### config.mk
export PLATFORM = sky130hd
export DESIGN_NAME = vector_multiply_unit
export DESIGN_NICKNAME = d
export VERILOG_FILES = /design/src/logic/vector_unit_pkg.sv /design/src/logic/vmul_operand_if.sv /design/src/logic/vector_operand_conditioner.sv /design/src/logic/pipelined_array_multiplier.sv /design/src/logic/vector_multiplier.sv /design/src/logic/vector_multiply_unit.sv
export VERILOG_INCLUDE_DIRS = /design/src /design/src/logic
export SDC_FILE = /design/constraint.sdc
export NUM_CORES = 2
export LEC_CHECK = 0
export ABC_AREA = 1
export BUFFER_PORTS_ARGS = -buffer_cell sky130_fd_sc_hd__buf_4
export CAP_MARGIN = 20
export CORE_ASPECT_RATIO = 0.75
export CORE_MARGIN = 5
export CORE_UTILIZATION = 71
export CTS_BUF_LIST = sky130_fd_sc_hd__clkbuf_8
export DETAILED_ROUTE_END_ITERATION = 12
export HOLD_SLACK_MARGIN = 0.02
export PLACE_DENSITY = 0.95
export SYNTH_ARGS = -nofsm -noshare
export SYNTH_HDL_FRONTEND = slang
export SYNTH_SLANG_ARGS = --single-unit
export TNS_END_PERCENT = 50
### constraint.sdc
create_clock -name clk_i -period 15.1 [get_ports clk_i]
set_input_delay 3.02 -clock clk_i [delete_from_list [all_inputs] [get_ports clk_i]]
set_output_delay 3.02 -clock clk_i [all_outputs]
set_load 0.03 [all_outputs]
### src/logic/vector_unit_params.svh
`ifndef VECTOR_UNIT_PARAMS_SVH
`define VECTOR_UNIT_PARAMS_SVH

// width of one packed operand word
`define VMUL_DATA_W 32

// register stages inside each lane multiplier
`define VMUL_MULT_STAGES 2

// enabled cycles from an accepted input to its result:
// the multiplier stages plus the result stage register
`define VMUL_LATENCY (`VMUL_MULT_STAGES + 1)

`endif

### src/logic/vector_unit_pkg.sv
`include "vector_unit_params.svh"

package vector_unit_pkg;

    // lane split of one operand word
    typedef enum logic {
        BIT8  = 1'b0,   // four 8 bit lanes
        BIT16 = 1'b1    // two 16 bit lanes
    } esize_t;

    // operand word, read either as four bytes or two halfwords
    typedef union packed {
        logic [3:0][`VMUL_DATA_W/4-1:0] vect4;
        logic [1:0][`VMUL_DATA_W/2-1:0] vect2;
    } vector_t;

    // result word, each lane is twice the operand lane width
    typedef union packed {
        logic [3:0][`VMUL_DATA_W/2-1:0] vect4;  // four 16 bit products
        logic [1:0][`VMUL_DATA_W-1:0]   vect2;  // two 32 bit products
    } vmul_vector_t;

endpackage : vector_unit_pkg

### src/logic/vmul_operand_if.sv
interface vmul_operand_if;

    vector_unit_pkg::vector_t multiplicand;  // lane magnitudes
    vector_unit_pkg::vector_t multiplier;    // lane magnitudes
    logic [3:0]               negate_mask;   // one bit per 8 bit lane, bits 1:0 for 16 bit
    vector_unit_pkg::esize_t  element_size;
    logic                     valid;

    modport producer (
        output multiplicand,
        output multiplier,
        output negate_mask,
        output element_size,
        output valid
    );

    modport consumer (
        input multiplicand,
        input multiplier,
        input negate_mask,
        input element_size,
        input valid
    );

endinterface : vmul_operand_if

### src/logic/vector_operand_conditioner.sv
module vector_operand_conditioner (
    vmul_operand_if.producer         bus_o,

    input  vector_unit_pkg::vector_t multiplicand_i,
    input  vector_unit_pkg::vector_t multiplier_i,
    input  vector_unit_pkg::esize_t  element_size_i,
    input  logic [1:0]               is_signed_i,    // bit 0 multiplicand, bit 1 multiplier
    input  logic                     data_valid_i
);

    // the multipliers are unsigned, so negative signed lanes are
    // replaced by their magnitude and the product sign is kept aside
    always_comb begin : abs_value
        logic [3:0] mcand_neg;
        logic [3:0] mplier_neg;

        bus_o.multiplicand = multiplicand_i;  // positive lanes pass as is
        bus_o.multiplier   = multiplier_i;
        mcand_neg          = '0;
        mplier_neg         = '0;

        if (element_size_i == vector_unit_pkg::BIT16) begin
            for (int i = 0; i < 2; i++) begin
                mcand_neg[i]  = multiplicand_i.vect2[i][15] & is_signed_i[0];
                mplier_neg[i] = multiplier_i.vect2[i][15] & is_signed_i[1];

                if (mcand_neg[i]) begin
                    bus_o.multiplicand.vect2[i] = -multiplicand_i.vect2[i];
                end
                if (mplier_neg[i]) begin
                    bus_o.multiplier.vect2[i] = -multiplier_i.vect2[i];
                end
            end
        end else begin
            for (int i = 0; i < 4; i++) begin
                mcand_neg[i]  = multiplicand_i.vect4[i][7] & is_signed_i[0];
                mplier_neg[i] = multiplier_i.vect4[i][7] & is_signed_i[1];

                if (mcand_neg[i]) begin
                    bus_o.multiplicand.vect4[i] = -multiplicand_i.vect4[i];
                end
                if (mplier_neg[i]) begin
                    bus_o.multiplier.vect4[i] = -multiplier_i.vect4[i];
                end
            end
        end

        // product is negative only when exactly one side was negative
        bus_o.negate_mask = mcand_neg ^ mplier_neg;
    end : abs_value

    assign bus_o.element_size = element_size_i;
    assign bus_o.valid        = data_valid_i;

endmodule : vector_operand_conditioner

### src/logic/pipelined_array_multiplier.sv
`include "vector_unit_params.svh"

module pipelined_array_multiplier #(
    parameter int WIDTH = 8
) (
    input  logic               clk_i,
    input  logic               rst_n_i,
    input  logic               clk_en_i,

    input  logic [WIDTH-1:0]   multiplicand_i,
    input  logic [WIDTH-1:0]   multiplier_i,

    output logic [2*WIDTH-1:0] product_o
);

    localparam int STAGES = `VMUL_MULT_STAGES;
    localparam int ROWS   = (WIDTH + STAGES - 1) / STAGES;  // partial product rows per stage

    // operands and running sum as seen at the input of each stage
    logic [WIDTH-1:0]   mcand_d  [STAGES];
    logic [WIDTH-1:0]   mplier_d [STAGES];
    logic [2*WIDTH-1:0] acc_d    [STAGES];

    // operand copies carried along to the later stages
    logic [WIDTH-1:0]   mcand_q  [1:STAGES-1];
    logic [WIDTH-1:0]   mplier_q [1:STAGES-1];

    logic [2*WIDTH-1:0] pp_row   [WIDTH];   // shifted partial products
    logic [2*WIDTH-1:0] acc_next [STAGES];
    logic [2*WIDTH-1:0] acc_q    [STAGES];

    always_comb begin : stage_inputs
        mcand_d[0]  = multiplicand_i;
        mplier_d[0] = multiplier_i;
        acc_d[0]    = '0;
        for (int s = 1; s < STAGES; s++) begin
            mcand_d[s]  = mcand_q[s];
            mplier_d[s] = mplier_q[s];
            acc_d[s]    = acc_q[s-1];
        end
    end : stage_inputs

    // row r belongs to stage r / ROWS and uses that stage's operand copy
    always_comb begin : partial_products
        for (int r = 0; r < WIDTH; r++) begin
            pp_row[r] = mplier_d[r/ROWS][r] ? ({{WIDTH{1'b0}}, mcand_d[r/ROWS]} << r) : '0;
        end
    end : partial_products

    always_comb begin : row_accumulate
        for (int s = 0; s < STAGES; s++) begin
            acc_next[s] = acc_d[s];
            for (int r = s * ROWS; r < (s + 1) * ROWS && r < WIDTH; r++) begin
                acc_next[s] = acc_next[s] + pp_row[r];
            end
        end
    end : row_accumulate

    always_ff @(posedge clk_i) begin
        if (!rst_n_i) begin
            for (int s = 0; s < STAGES; s++) begin
                acc_q[s] <= '0;
            end
        end else if (clk_en_i) begin
            for (int s = 0; s < STAGES; s++) begin
                acc_q[s] <= acc_next[s];
            end
        end
    end

    always_ff @(posedge clk_i) begin
        if (clk_en_i) begin
            for (int s = 1; s < STAGES; s++) begin
                mcand_q[s]  <= mcand_d[s-1];
                mplier_q[s] <= mplier_d[s-1];
            end
        end
    end

    assign product_o = acc_q[STAGES-1];  // last stage holds the full sum

endmodule : pipelined_array_multiplier

### src/logic/vector_multiplier.sv
`include "vector_unit_params.svh"

module vector_multiplier (
    input  logic                          clk_i,
    input  logic                          rst_n_i,
    input  logic                          clk_en_i,

    vmul_operand_if.consumer              bus_i,

    output vector_unit_pkg::vmul_vector_t result_o,
    output logic                          data_valid_o
);

    localparam int STAGES = `VMUL_MULT_STAGES;

    vector_unit_pkg::vmul_vector_t prod_8bit;   // four byte lane products
    vector_unit_pkg::vmul_vector_t prod_16bit;  // two halfword lane products

    for (genvar i = 0; i < 4; i++) begin : g_mult8
        pipelined_array_multiplier #(
            .WIDTH (8)
        ) mult8_i (
            .clk_i          (clk_i),
            .rst_n_i        (rst_n_i),
            .clk_en_i       (clk_en_i),
            .multiplicand_i (bus_i.multiplicand.vect4[i]),
            .multiplier_i   (bus_i.multiplier.vect4[i]),
            .product_o      (prod_8bit.vect4[i])
        );
    end

    for (genvar i = 0; i < 2; i++) begin : g_mult16
        pipelined_array_multiplier #(
            .WIDTH (16)
        ) mult16_i (
            .clk_i          (clk_i),
            .rst_n_i        (rst_n_i),
            .clk_en_i       (clk_en_i),
            .multiplicand_i (bus_i.multiplicand.vect2[i]),
            .multiplier_i   (bus_i.multiplier.vect2[i]),
            .product_o      (prod_16bit.vect2[i])
        );
    end

    // side information travels alongside the multiplier stages
    vector_unit_pkg::esize_t esize_pipe [STAGES];
    logic [3:0]              mask_pipe  [STAGES];

    always_ff @(posedge clk_i) begin
        if (clk_en_i) begin
            esize_pipe[0] <= bus_i.element_size;
            mask_pipe[0]  <= bus_i.negate_mask;
            for (int s = 1; s < STAGES; s++) begin
                esize_pipe[s] <= esize_pipe[s-1];
                mask_pipe[s]  <= mask_pipe[s-1];
            end
        end
    end

    vector_unit_pkg::vmul_vector_t product_q;
    vector_unit_pkg::esize_t       esize_q;
    logic [3:0]                    mask_q;

    // result stage, picks the product set for this element size
    always_ff @(posedge clk_i) begin
        if (clk_en_i) begin
            product_q <= (esize_pipe[STAGES-1] == vector_unit_pkg::BIT8) ? prod_8bit : prod_16bit;
            esize_q   <= esize_pipe[STAGES-1];
            mask_q    <= mask_pipe[STAGES-1];
        end
    end

    always_comb begin : sign_correction
        result_o = product_q;
        if (esize_q == vector_unit_pkg::BIT16) begin
            for (int i = 0; i < 2; i++) begin
                if (mask_q[i]) begin
                    result_o.vect2[i] = -product_q.vect2[i];
                end
            end
        end else begin
            for (int i = 0; i < 4; i++) begin
                if (mask_q[i]) begin
                    result_o.vect4[i] = -product_q.vect4[i];
                end
            end
        end
    end : sign_correction

    logic [`VMUL_LATENCY-1:0] valid_pipe;

    always_ff @(posedge clk_i) begin
        if (!rst_n_i) begin
            valid_pipe <= '0;
        end else if (clk_en_i) begin
            valid_pipe <= {valid_pipe[`VMUL_LATENCY-2:0], bus_i.valid};
        end
    end

    assign data_valid_o = valid_pipe[`VMUL_LATENCY-1];

endmodule : vector_multiplier

### src/logic/vector_multiply_unit.sv
module vector_multiply_unit (
    input  logic                          clk_i,
    input  logic                          rst_n_i,
    input  logic                          clk_en_i,   // low freezes the whole pipeline

    input  vector_unit_pkg::vector_t      multiplicand_i,
    input  vector_unit_pkg::vector_t      multiplier_i,
    input  vector_unit_pkg::esize_t       element_size_i,
    input  logic [1:0]                    is_signed_i,
    input  logic                          data_valid_i,

    output vector_unit_pkg::vmul_vector_t result_o,
    output logic                          data_valid_o
);

    // conditioned operands, same cycle as the inputs
    vmul_operand_if operand_bus ();

    vector_operand_conditioner conditioner_i (
        .bus_o          (operand_bus.producer),
        .multiplicand_i (multiplicand_i),
        .multiplier_i   (multiplier_i),
        .element_size_i (element_size_i),
        .is_signed_i    (is_signed_i),
        .data_valid_i   (data_valid_i)
    );

    vector_multiplier multiplier_i_0 (
        .clk_i        (clk_i),
        .rst_n_i      (rst_n_i),
        .clk_en_i     (clk_en_i),
        .bus_i        (operand_bus.consumer),
        .result_o     (result_o),
        .data_valid_o (data_valid_o)
    );

endmodule : vector_multiply_unit

==> Yosys cells after proc, flatten, opt, wreduce, memory -nomap -nowiden <==
Memory sizes are Yosys's and may differ from the RTL's. A register that Yosys moved wholly into a read port is not among the register bits.
Cells that the tools add are included.
{ "totals": {"register_bits": 68, "ram_bits": 394, "in_bits": 71, "output_inout_bits": 65, "elab_cells": 227, "mem_count": 20} }
{ "memory_table": {"columns": ["name", "words", "word_bits", "read_ports", "rd_ports_with_merged_regs", "write_ports", "line_no", "source"], "rows": [
  ["multiplier_i_0.g_mult16[0].mult16_i.acc_q", 2, 32, 2, 0, 2, "pipelined_array_multiplier.sv:30", "logic [2*WIDTH-1:0] acc_q [STAGES];"],
  ["multiplier_i_0.g_mult16[1].mult16_i.acc_q", 2, 32, 2, 0, 2, "pipelined_array_multiplier.sv:30", null],
  ["multiplier_i_0.g_mult8[0].mult8_i.acc_q", 2, 16, 2, 0, 2, "pipelined_array_multiplier.sv:30", null],
  ["multiplier_i_0.g_mult8[1].mult8_i.acc_q", 2, 16, 2, 0, 2, "pipelined_array_multiplier.sv:30", null],
  ["multiplier_i_0.g_mult8[2].mult8_i.acc_q", 2, 16, 2, 0, 2, "pipelined_array_multiplier.sv:30", null],
  ["multiplier_i_0.g_mult8[3].mult8_i.acc_q", 2, 16, 2, 0, 2, "pipelined_array_multiplier.sv:30", null],
  ["+14 memories", null, null, null, null, null, null, null]
]} }
{ "classes": {"addsub": 76, "muxes": 107, "n_bitwise": 21} }
{ "op_table": {"columns": ["op", "n"], "rows": [
  ["$mux W16", 18],
  ["$mux W32", 8],
  ["$mux W64", 2],
  ["$neg A16 Y16", 8],
  ["$mux W8", 12],
  ["$add A16 B12 Y16", 4],
  ["$add A16 B13 Y16", 4],
  ["$add A16 B14 Y16", 4],
  ["$add A16 B15 Y16", 4],
  ["$add A32 B24 Y32", 2],
  ["$add A32 B25 Y32", 2],
  ["$add A32 B26 Y32", 2],
  ["$add A32 B27 Y32", 2],
  ["$add A32 B28 Y32", 2],
  ["$add A32 B29 Y32", 2],
  ["$add A32 B30 Y32", 2],
  ["$add A32 B31 Y32", 2],
  ["$neg A32 Y32", 2],
  ["$neg A8 Y8", 8],
  ["$mux W31", 2],
  ["$mux W15", 4],
  ["$mux W30", 2],
  ["$mux W29", 2],
  ["$mux W14", 4],
  ["other kinds (32)", 100]
]} }

==> Depth between registers and ports, before layout <==
{ "logic_depth": {"word_depth": 12, "mapped_depth": 28} }

==> By module <==
From an unflattened synthesis, not the netlist that was laid out.
{ "unflattened": {"hier_cells": 5944, "area_unflattened_um2": 46413.3} }
{ "by_module_without_submodules": {"columns": ["module", "instances", "cells_per_inst", "area_per_inst_um2", "seq_area_each_um2"], "rows": [
  ["pipelined_array_multiplier (multiplier_i_0.g_mult16[0].mult16_i)", 1, 1536, 12065.3, 2462.4],
  ["pipelined_array_multiplier (multiplier_i_0.g_mult16[1].mult16_i)", 1, 1517, 11925.2, 2462.4],
  ["pipelined_array_multiplier (multiplier_i_0.g_mult8[0].mult8_i ...)", 2, 447, 3659.8, 1231.2],
  ["vector_multiplier", 1, 612, 5347.6, 2432.3],
  ["pipelined_array_multiplier (multiplier_i_0.g_mult8[3].mult8_i)", 1, 449, 3674.8, 1231.2],
  ["pipelined_array_multiplier (multiplier_i_0.g_mult8[2].mult8_i)", 1, 449, 3669.8, 1231.2],
  ["vector_operand_conditioner", 1, 487, 2411.1, 0.0]
]} }

==> Worst setup path before layout <==
Ideal clock, no wire load.
{ "synth_path": {"path_type": "input -> register", "start": "input port multiplier_i[16] (netlist bit)", "end": "memory multiplier_i_0.g_mult16[1].mult16_i.acc_q[0][21] (netlist bit), data pin", "setup_ns": 0.255, "arrival_time_ns": 7.846, "required_time_ns": 14.845, "slack_ns": 6.999, "stages": 22, "path_buffers": 2, "cell_sequence": "inv_1 -> clkbuf_1 -> ha_1 -> nand2_1 -> o31ai_1 -> xor2_1 -> buf_4 -> nor2_1 -> fa_1 -> fa_1 -> fa_1 -> inv_1 -> fa_1 -> inv_1 -> ha_1 -> nand2_1 -> inv_1 -> nand3_1 -> o21ai_0 -> nand3_1 -> a21oi_1 -> nor2_1"} }
{ "synth_lines": {"columns": ["item", "line_no", "source"], "rows": [
  ["from (decl)", "vector_multiply_unit.sv:7", "input vector_unit_pkg::vector_t multiplier_i,"],
  ["to (decl)", "pipelined_array_multiplier.sv:30", null]
]} }

==> results.py <==
metrics = {
    "logic_synthesis": {
        "ys_ff_latch": 346,
        "syn_area_per_cell_um2": 8.38,
        "synth_cell_types": 50,
        "yosys.area_share.simple": 0.193,
        "yosysTopAreaCell": "edfxtp_1",
        "ys_seq_area_frac": 0.265,
        "synth_xor_area_frac": 0.0193,
        "ys.flop_type": "edfxtp_1",
        "synth_top_family_by_area": "adder cells",
        "synthTopCellsByArea": "edfxtp_1, fa_1, nand2_1",
        "synth-edff-count": 343,
        "synth_compound_area_frac": 0.0605,
        "synthesis.nets": 5486,
        "synthArstFlopShare": 0,
        "synth_top_area_frac": 0.264,
        "synth_fa_ha_area_frac": 0.338,
        "synth.area.mux_share": 0.0164,
        "syn_inst": 4655,
        "syn_area_mm2": 0.0390,
        "synth_warnings": 0,
    },
    "setup_path": {
        "path_class": "primary input to flop",
        "crit_path_max_incr_delay_ps": 820,
        "cp-end-kind": "flop",
        "crit_buf_inv": 4,
        "path_depth": 21,
        "critPathRequiredTime_ps": 15520,
        "r2r_start": "multiplier_i_0.g_mult8[3].mult8_i.mplier_q[1][6]",
        "cp-startpoint": "element_size_i",
        "reg2reg_depth": 15,
        "path_common_cell": "nor2_1",
        "cp-start-kind": "primary input",
        "crit_path_max_fanout": 26,
        "arrival_ps": 8790,
        "critPathTopFamily": "adder cells",
        "critPathSlowestCell": "xor2_1",
        "cp_cell_sequence": "buf_4 > inv_1 > nor2_4 > o21ai_2 > xor2_1 > nor2_1 > fa_1 > fa_1 > fa_1 > inv_1 > fa_1 > inv_1 > ha_1 > a21oi_1 > nor2_1 > nor2_1 > nor2_1 > nor2_1 > nand3_1 > nand2_1 > nor2_1",
        "r2r_slack_ps": 9980,
    },
    "hold_path": {
        "hold_class": "flop to flop",
        "holdPathStages": 0,
    },
    "cts": {
        "cts.sinks": 346,
        "cts_root_buf": "clkbuf_8",
        "cts_max_path_buffers": 3,
        "cts_tree": "built",
        "clock_latency_ps": 670,
        "cts_made_buffers": 56,
        "cts_resized": 0,
        "h-tree-depth": 2,
        "cts_setup_buffers": 0,
        "path_clk_slew_ps": 80,
        "hold_buffers": 0,
    },
    "place": {
        "place.gp.congestion": 1.01,
        "dp.cells": 5383,
        "dpl_cell_area_mm2": 0.0405,
        "hpwl_um": 84100,
        "portBuffers": 135,
    },
    "global_routing": {
        "grtUsageTotal": 0.363,
        "grt_pass1_wl_um": 171000,
        "first_global_vias": 31857,
        "antenna_found_initial": 3,
        "grt-ovfl-total": 0,
        "grt_start_max_net_pins": 84,
    },
    "sta": {
        "tightest_slew_ps": 1130,
        "clock_skew_ps": 51.3,
        "max_slew_margin": 0.243,
        "tns_ps": 0,
        "setup_viol": 0,
        "hold_violations": 0,
        "max_freq_mhz": 119,
        "finalCritPeriodShare": 0.555,
        "whs_ps": 407,
        "period_minus_slack_ps": 8380,
        "drv_slew": 0,
        "rsz0062_at_grt": "false",
    },
    "final_layout": {
        "fillerInstances": 3517,
        "mostFrequentLayoutCell": "nand2_1",
        "areaGrowthSynthToFinish_pct": 6.59,
        "final_cell_area_mm2": 0.0416,
        "stdcell_count": 5487,
        "drive_above_1_share": 0.0684,
        "mostFrequentLayoutCells": "nand2_1, inv_1, nor2_1",
        "utilization": 0.764,
        "final_nets": 5550,
    },
    "drt": {
        "routed_via_density": 5.94,
        "routed_wl_um": 108000,
        "drt_first_pass_iters": 9,
        "via_count": 32566,
        "ant_nets": 0,
        "wire_per_inst_um": 19.6,
        "first_iter_violations": 5049,
        "drc": 0,
    },
    "run_status": {
        "status": "finished, final reports clean",
    },
    "power": {
        "peakVddDrop_v": 0.000244,
        "cellLeakagePower_nw": 21.8,
        "power_density_mw_per_mm2": 227,
    },
    "floorplan": {
        "coreArea_mm2": 0.0544,
        "initial_core_util": 0.717,
        "fp.dieH_um": 213,
        "io_pins": 136,
        "rows": 74,
        "fp.dieW_um": 281,
        "die-area_mm2": 0.0598,
    },
    "run": {
        "maxCapViolations": 0,
    },
}
worst min path at each step:
stage	from	slack [ps]	end
global route	flop	430	multiplier_i_0.product_q[34]
global placement	multiplier_i_0.mask_pipe[1][0]	400	multiplier_i_0.mask_q[0]
finish	multiplier_i_0.mask_pipe[1][0]	410	multiplier_i_0.mask_q[0]
CTS	multiplier_i_0.mask_pipe[1][0]	410	multiplier_i_0.mask_q[0]
floorplan	multiplier_i_0.esize_pipe[0][0]	400	multiplier_i_0.esize_pipe[0][1]
detailed placement	flop	400	multiplier_i_0.product_q[34]
area by class of cell:
class	count	area, µm²	area share
Tap cell	722	903	0.0217
Clock inverter	47	337	0.00809
Clock buffer	56	771	0.0185
Multi-Input combinational cell	3210	24500	0.589
Antenna cell	1	2.50	0.0000602
Sequential cell	346	10400	0.249
Inverter	952	3580	0.0860
Timing Repair Buffer	153	1150	0.0277
metrics by stage:
step           power (mW)  worst slack (ps)
6_report             9.46              6720
5_1_grt              10.3              6420
4_1_cts              9.20              6840
3_5_place_dp         8.23              6200
3_3_place_gp         7.85              6460
2_1_floorplan        6.40              7000
metal layers:
metal	up-vias	track usage	share of wire
li1	14545	-	-
met1	15129	0.526	0.39
met2	2541	0.525	0.42
met3	351	0.139	0.17
met4	0	0.0927	0.032
met5	-	0	0
cells by family after synthesis:
| kind of cell | after synthesis |
|---|---|
| and+or+nand+nor | 1890 |
| xor gates and xnor gates | 79 |
| adders and majority gates | 760 |
| muxes | 57 |
| buffers and inverters | 1099 |
| DFF | 346 |
| AOI/OAI and AO/OA | 424 |
power by group:
group          internal [mW]  leakage (nW)  switching [mW]
Sequential              1.37          3.65           0.173
Combinational           2.44          17.6            4.65
Clock                  0.421         0.593           0.404
Total                   4.23          21.8            5.23
cells in the mapped netlist, types with 6 or more instances:
cell type / number
a31oi_1: 8
xor2_1: 58
ha_1: 272
a21oi_1: 230
o21ai_0: 111
clkbuf_1: 116
inv_1: 942
o21ai_2: 8
o21a_1: 20
inv_2: 6
o211ai_1: 7
mux2_2: 56
xnor2_1: 13
nand3b_1: 11
buf_2: 15
nand2_2: 6
edfxtp_1: 343
fa_1: 488
nor2_1: 591
o21bai_1: 10
nand4_1: 19
xor2_2: 8
o31ai_1: 10
nor3_1: 27
nand3_1: 203
a21o_1: 11
nand2_1: 1015
registers in the layout, indices dropped and copies added, names as in the netlist:
name and count:
multiplier_i_0.g_mult16.mult16_i.mcand_q 31, multiplier_i_0.esize_q 1, multiplier_i_0.g_mult8.mult8_i.acc_q 96, multiplier_i_0.esize_pipe 2
multiplier_i_0.mask_pipe 8, multiplier_i_0.mask_q 4, multiplier_i_0.g_mult16.mult16_i.mplier_q 17, multiplier_i_0.g_mult8.mult8_i.mplier_q 7
multiplier_i_0.g_mult8.mult8_i.mcand_q 1, multiplier_i_0.g_mult16.mult16_i.acc_q 112, multiplier_i_0.product_q 64, multiplier_i_0.valid_pipe 3
Note: power is estimated with default switching activity, not from simulation.
